File: src/source/aes_types_pkg.sv
package aes_types_pkg;

	// ########################################
	// Data path sizes
	// ########################################

	localparam int BLK_S     = 128; // One AES block
	localparam int WORD_S    = 32; // One column of the state
	localparam int BYTE_S    = 8;
	localparam int KEY_MAX_S = 256; // AES-256 key, shorter keys sit in the upper bits
	localparam int NK_MAX    = KEY_MAX_S / WORD_S; // Longest key in words

	localparam int RND_W       = 4; // Holds round numbers up to 14
	localparam int SCHED_WORDS = 60; // 15 round keys of 4 words each
	localparam int SCHED_AW    = 6; // Addresses words 0 to 59

	// Supported cipher key lengths
	typedef enum logic [1:0] {
		KEY_128,
		KEY_192,
		KEY_256
	} key_len_t;

	// Number of 32 bit words in the cipher key
	function automatic logic [3:0] key_nk(input key_len_t len);
		case (len)
			KEY_192: return 4'd6;
			KEY_256: return 4'd8;
			default: return 4'd4; // Unused encoding falls back to AES-128
		endcase
	endfunction

	// Number of rounds, the schedule holds one more round key than this
	function automatic logic [RND_W-1:0] key_nr(input key_len_t len);
		case (len)
			KEY_192: return 4'd12;
			KEY_256: return 4'd14;
			default: return 4'd10;
		endcase
	endfunction

endpackage

File: src/source/round_key_store.sv
`timescale 1ns/1ps

module round_key_store (
	input  logic                                clk,
	input  logic                                reset,
	input  logic                                sched_we,
	input  logic [aes_types_pkg::SCHED_AW-1:0]  sched_addr,
	input  logic [aes_types_pkg::WORD_S-1:0]    sched_word,
	input  logic                                key_req,
	input  logic [aes_types_pkg::RND_W-1:0]     round_key_no,
	output logic                                key_valid,
	output logic [aes_types_pkg::BLK_S-1:0]     key
);

	import aes_types_pkg::*;

	logic [WORD_S-1:0] mem [SCHED_WORDS]; // Expanded schedule, word per entry

	// One word per cycle from the expander
	always_ff @(posedge clk) begin
		if (sched_we)
			mem[sched_addr] <= sched_word;
	end

	// Round key N lives at words 4N to 4N+3, low address bits select the column
	always_ff @(posedge clk) begin
		if (key_req)
			key <= {mem[{round_key_no, 2'd0}], mem[{round_key_no, 2'd1}],
				mem[{round_key_no, 2'd2}], mem[{round_key_no, 2'd3}]};
	end

	always_ff @(posedge clk) begin
		if (reset)
			key_valid <= 1'b0;
		else
			key_valid <= key_req; // Key follows the request by one cycle
	end

endmodule

File: config.mk
export PLATFORM = sky130hd
export DESIGN_NAME = round_key_store
export DESIGN_NICKNAME = d
export VERILOG_FILES = /design/src/source/aes_types_pkg.sv /design/src/source/round_key_store.sv
export SDC_FILE = /design/constraint.sdc
export NUM_CORES = 2
export LEC_CHECK = 0
export ABC_AREA = 1
export BUFFER_PORTS_ARGS = -buffer_cell sky130_fd_sc_hd__buf_2
export CAP_MARGIN = 25
export CORE_AREA = 10 10 400 402
export CTS_BUF_LIST = sky130_fd_sc_hd__clkbuf_8
export DETAILED_ROUTE_END_ITERATION = 8
export DIE_AREA = 0 0 410 412
export MAX_ROUTING_LAYER = met4
export PLACE_DENSITY = 0.81
export SYNTH_ARGS = -nofsm -noshare
export SYNTH_HDL_FRONTEND = slang
export SYNTH_SLANG_ARGS = --single-unit
File: constraint.sdc
create_clock -name clk -period 5.5 [get_ports clk]
set_input_delay 0.55 -clock clk [delete_from_list [all_inputs] [get_ports clk]]
set_output_delay 0.55 -clock clk [all_outputs]
set_load 0.005 [all_outputs]
Word-level counts from Yosys, hierarchy flattened
Memories as Yosys holds them, arrays and structs flattened. A register that Yosys moved wholly into a read port is not among the register bits.
Index checks and enable logic that the tools add are counted.
- register bits: 1
- memory bits (writable): 1920
- output and inout port bits: 129
- logic and storage cells: 4
- memories kept: 1
- muxes and demuxes: 2
- memory list (name ; depth ; bits a word ; read ports ; clocked after Yosys merged registers in ; write ports ; RTL line ; source):
    mem ; 60 ; 32 ; 4 ; 4 ; 1 ; round_key_store.sv:17 ; logic [WORD_S-1:0] mem [SCHED_WORDS];
- operators with widths (operator ; count):
    two-way mux 1 bit ; 2

Longest topological paths before layout
- depth after elaboration: 2
- mapped depth: 10

Least setup slack after synthesis
No wires, ideal clock.
- path kind: input-to-reg
- from: input sched_we
- to: memory mem[32][0] (enable)
- setup time: 502 ps
- arrival time: 4088 ps
- data required time: 4998 ps
- slack: 909 ps
- stages on the path: 3
- buffers on the path: 1
- cells stage by stage: buf_2 -> nand4_1 -> nor4_1
- cells in the longest elaborated chain, start to end: 2
- RTL lines (what ; RTL line ; source):
    start: declaration ; round_key_store.sv:6 ; input logic sched_we,
    two-way mux 1 bit ; round_key_store.sv:21 ; if (sched_we)
    two-way mux 1 bit (not written as such) ; round_key_store.sv:22 ; mem[sched_addr] <= sched_word;
    end: declaration ; round_key_store.sv:17 ;
No other way between the ends.

Worst setup path after layout
- from: input sched_addr[0] (netlist bit)
- to: memory mem[58][14] (enable)
- RTL lines (what ; RTL line ; source):
    start: declaration ; round_key_store.sv:7 ; input logic [aes_types_pkg::SCHED_AW-1:0] sched_addr,
Straight into the memory's write port.

==> impl_metrics.py <==
metrics = {
    "critical_path": {
        "path_max_fanout": 22,
        "path_buf_inv": 3,
        "worstPathRequired_ps": 6190,
        "startpoint": "sched_addr[0]",
        "path_class": "in2reg",
        "path_cells": "buf_2 -> inv_1 -> nand4_1 -> nor2_4 -> buf_4",
        "timing.reg2reg.setup_slack_ps": 3880,
        "worstPathArrival_ps": 3170,
        "slowest_stage": "nor2_4",
        "endpoint_kind": "flop",
        "slowest_delay_ps": 1150,
        "cp-start-kind": "input port",
        "critical_path_depth": 5,
        "rr_worst_depth": 6,
        "r2r-start": "mem[53][24]",
        "cp_top_family": "simple AND/OR/NAND/NOR gates",
        "r2r_end": "key[88]",
    },
    "yosys": {
        "avgSynthCellArea_um2": 11.5,
        "synth-seq-area-share": 0.741,
        "yosysWarnings": 0,
        "ys_ff_latch": 2049,
        "synth_top_area_cell": "edfxtp_1",
        "synth_top_area_share": 0.741,
        "synth_nets": 7274,
        "ys_types": 20,
        "netlist_area_mm2": 0.0830,
        "syn_inst": 7228,
        "synth.area.top_cells": "edfxtp_1 74%, nand2_1 13%, nand3_1 6.8%",
    },
    "global_route": {
        "grt_pass1_vias": 55300,
        "antenna_found_initial": 15,
        "grt_pass1_wl_um": 339000,
        "grt.total_usage": 0.275,
        "grt_max_degree": 248,
        "globalRoute.totalOverflow": 0,
    },
    "clock_network": {
        "post_cts_buffers": 0,
        "cts_tree": "built",
        "cts_max_path_buffers": 4,
        "clk_latency_ps": 1030,
        "cts-root-buf": "clkbuf_8",
        "cts_resized": 0,
        "cts_max_level": 5,
        "cts.sinks": 2049,
        "clk_pin_slew_worst_paths_ps": 70,
        "numCtsBuffers": 322,
    },
    "routing": {
        "drt_wl_total_um": 231000,
        "postRouteAntennaNets": 0,
        "drt_iter0_markers": 8536,
        "dr.pass1.iters": 9,
        "vias": 56600,
        "drc": 0,
        "wl_per_cell_um": 23.6,
        "via_per_inst": 5.81,
    },
    "place": {
        "dp_hpwl_um": 127000,
        "routabilityCongestion": 0.889,
        "portBuffers": 174,
    },
    "floorplanning": {
        "die_w_um": 410,
        "core_region_area_mm2": 0.152,
        "die_area_mm2": 0.169,
        "rows": 143,
        "initial_utilization": 0.548,
        "die_height_um": 412,
        "ios": 175,
    },
    "layout": {
        "final_common_cell": "nand2_1",
        "drive_gt1_frac": 0.0999,
        "final_util": 0.608,
        "area_delta_synth_final_pct": 10.9,
        "nNetsFinal": 7526,
        "final_cell_mix": "2884 x nand2_1, 2048 x edfxtp_1, 1120 x nand3_1",
        "fillers": 11000,
    },
    "timing": {
        "relSlewSlack": 0.00211,
        "rsz0062_at_grt": "no",
        "finalHoldViolations": 0,
        "min_period_over_period": 0.451,
        "maxSlewViolCount": 0,
        "fin_crit_ps": 2480,
        "setup_tns_ps": 0,
        "max_freq_mhz": 403,
        "skew_ps": 48.7,
        "worst_pin_slew_ps": 1500,
        "setup_viol": 0,
    },
    "pwr": {
        "p_per_area_mw_per_mm2": 336,
        "power_w": 0.0309,
        "peakVddDrop_mv": 0.267,
        "leakagePower_nw": 36.0,
    },
    "flow_run": {
        "drv_cap": 0,
    },
    "min_path": {
        "hold_depth": 1,
        "whs_endpoint": "mem[8][28]",
        "hp-start": "sched_word[28]",
        "hp-class": "in2reg",
    },
    "run_status": {
        "run_status": "finished clean",
    },
}
[synthesized netlist by cell type]
cell	n
nand2_1	2884
clkbuf_2	1
clkbuf_1	61
nor2_1	288
or2_1	10
inv_1	439
nand3_1	1120
dfxtp_1	1
edfxtp_1	2048
or2_2	10
buf_1	28
nor3_1	4
o21ai_0	4
buf_6	2
nand4_1	6
buf_4	50
inv_2	2
nor4_1	5
buf_2	257
or2_0	8
[repair_timing]
| item | 4_1_cts | 5_1_grt |
|---|---|---|
| endpoints found under the hold margin | 76 | 14 |
| endpoints found under the setup margin | 0 | 0 |
| hold buffers | 7 | 2 |
[per-stage QoR]
stage | worst slack, ps | area (um2) | hold slack, ps | instances
after floorplan | 909 | 83000 | 621 | 7228
after global placement | 1990 | 86000 | 700 | 9159
after detailed placement | 2090 | 86300 | 709 | 9173
after CTS | 3080 | 91900 | 21.0 | 9728
after global routing | 3020 | 92100 | 64.3 | 9748
final | 3020 | 92100 | 103 | 9750
[worst max-delay path by stage]
stage	to	slack (ps)
finish	mem[58][14]	3020
detailed placement	mem[41][27]	2090
global placement	mem[26][21]	1990
floorplan	mem[32][0]	910
global route	mem[56][3]	3020
CTS	key[29]	3080
[registers in the layout, indices dropped and copies added (netlist names)]
signal     cells
mem         1920
key          128
key_valid      1
[layer usage]
metal / routed length (um) / track usage / share of wire
met1: 78700 / 0.334 / 0.34
met2: 108000 / 0.421 / 0.47
met3: 30500 / 0.0683 / 0.13
met4: 13500 / 0.156 / 0.059
met5: 0 / - / 0
[report_power, final]
part           leakage [nW]  switching [W]  internal (W)
clock network          3.17        0.00574       0.00573
registers              18.6      0.0000764        0.0174
logic                  14.3        0.00148      0.000478
[kinds of logic (layout without fill, tap and decap cells)]
family                 after synthesis  in the layout  share of synthesized area
AOI/OAI and AO/OA                    4              4                   0.000241
buffers and inverters              840           1316                     0.0443
DFF                               2049           2049                      0.741
other                                0             16                          0
and+or+nand+nor                   4335           4335                      0.214
[cell type report]
class,instances,area (um2),share of cell area
repair buffers,327,2510,0.0273
clock buffers,330,4540,0.0493
inverters,441,1680,0.0183
diodes,16,40.0,0.000435
flip-flops and latches,2049,61500,0.668
well taps,2030,2540,0.0276
clock inverters,218,995,0.0108
multi-input cells,4339,18200,0.198
No activity file was read; power rests on OpenSTA's default activity.
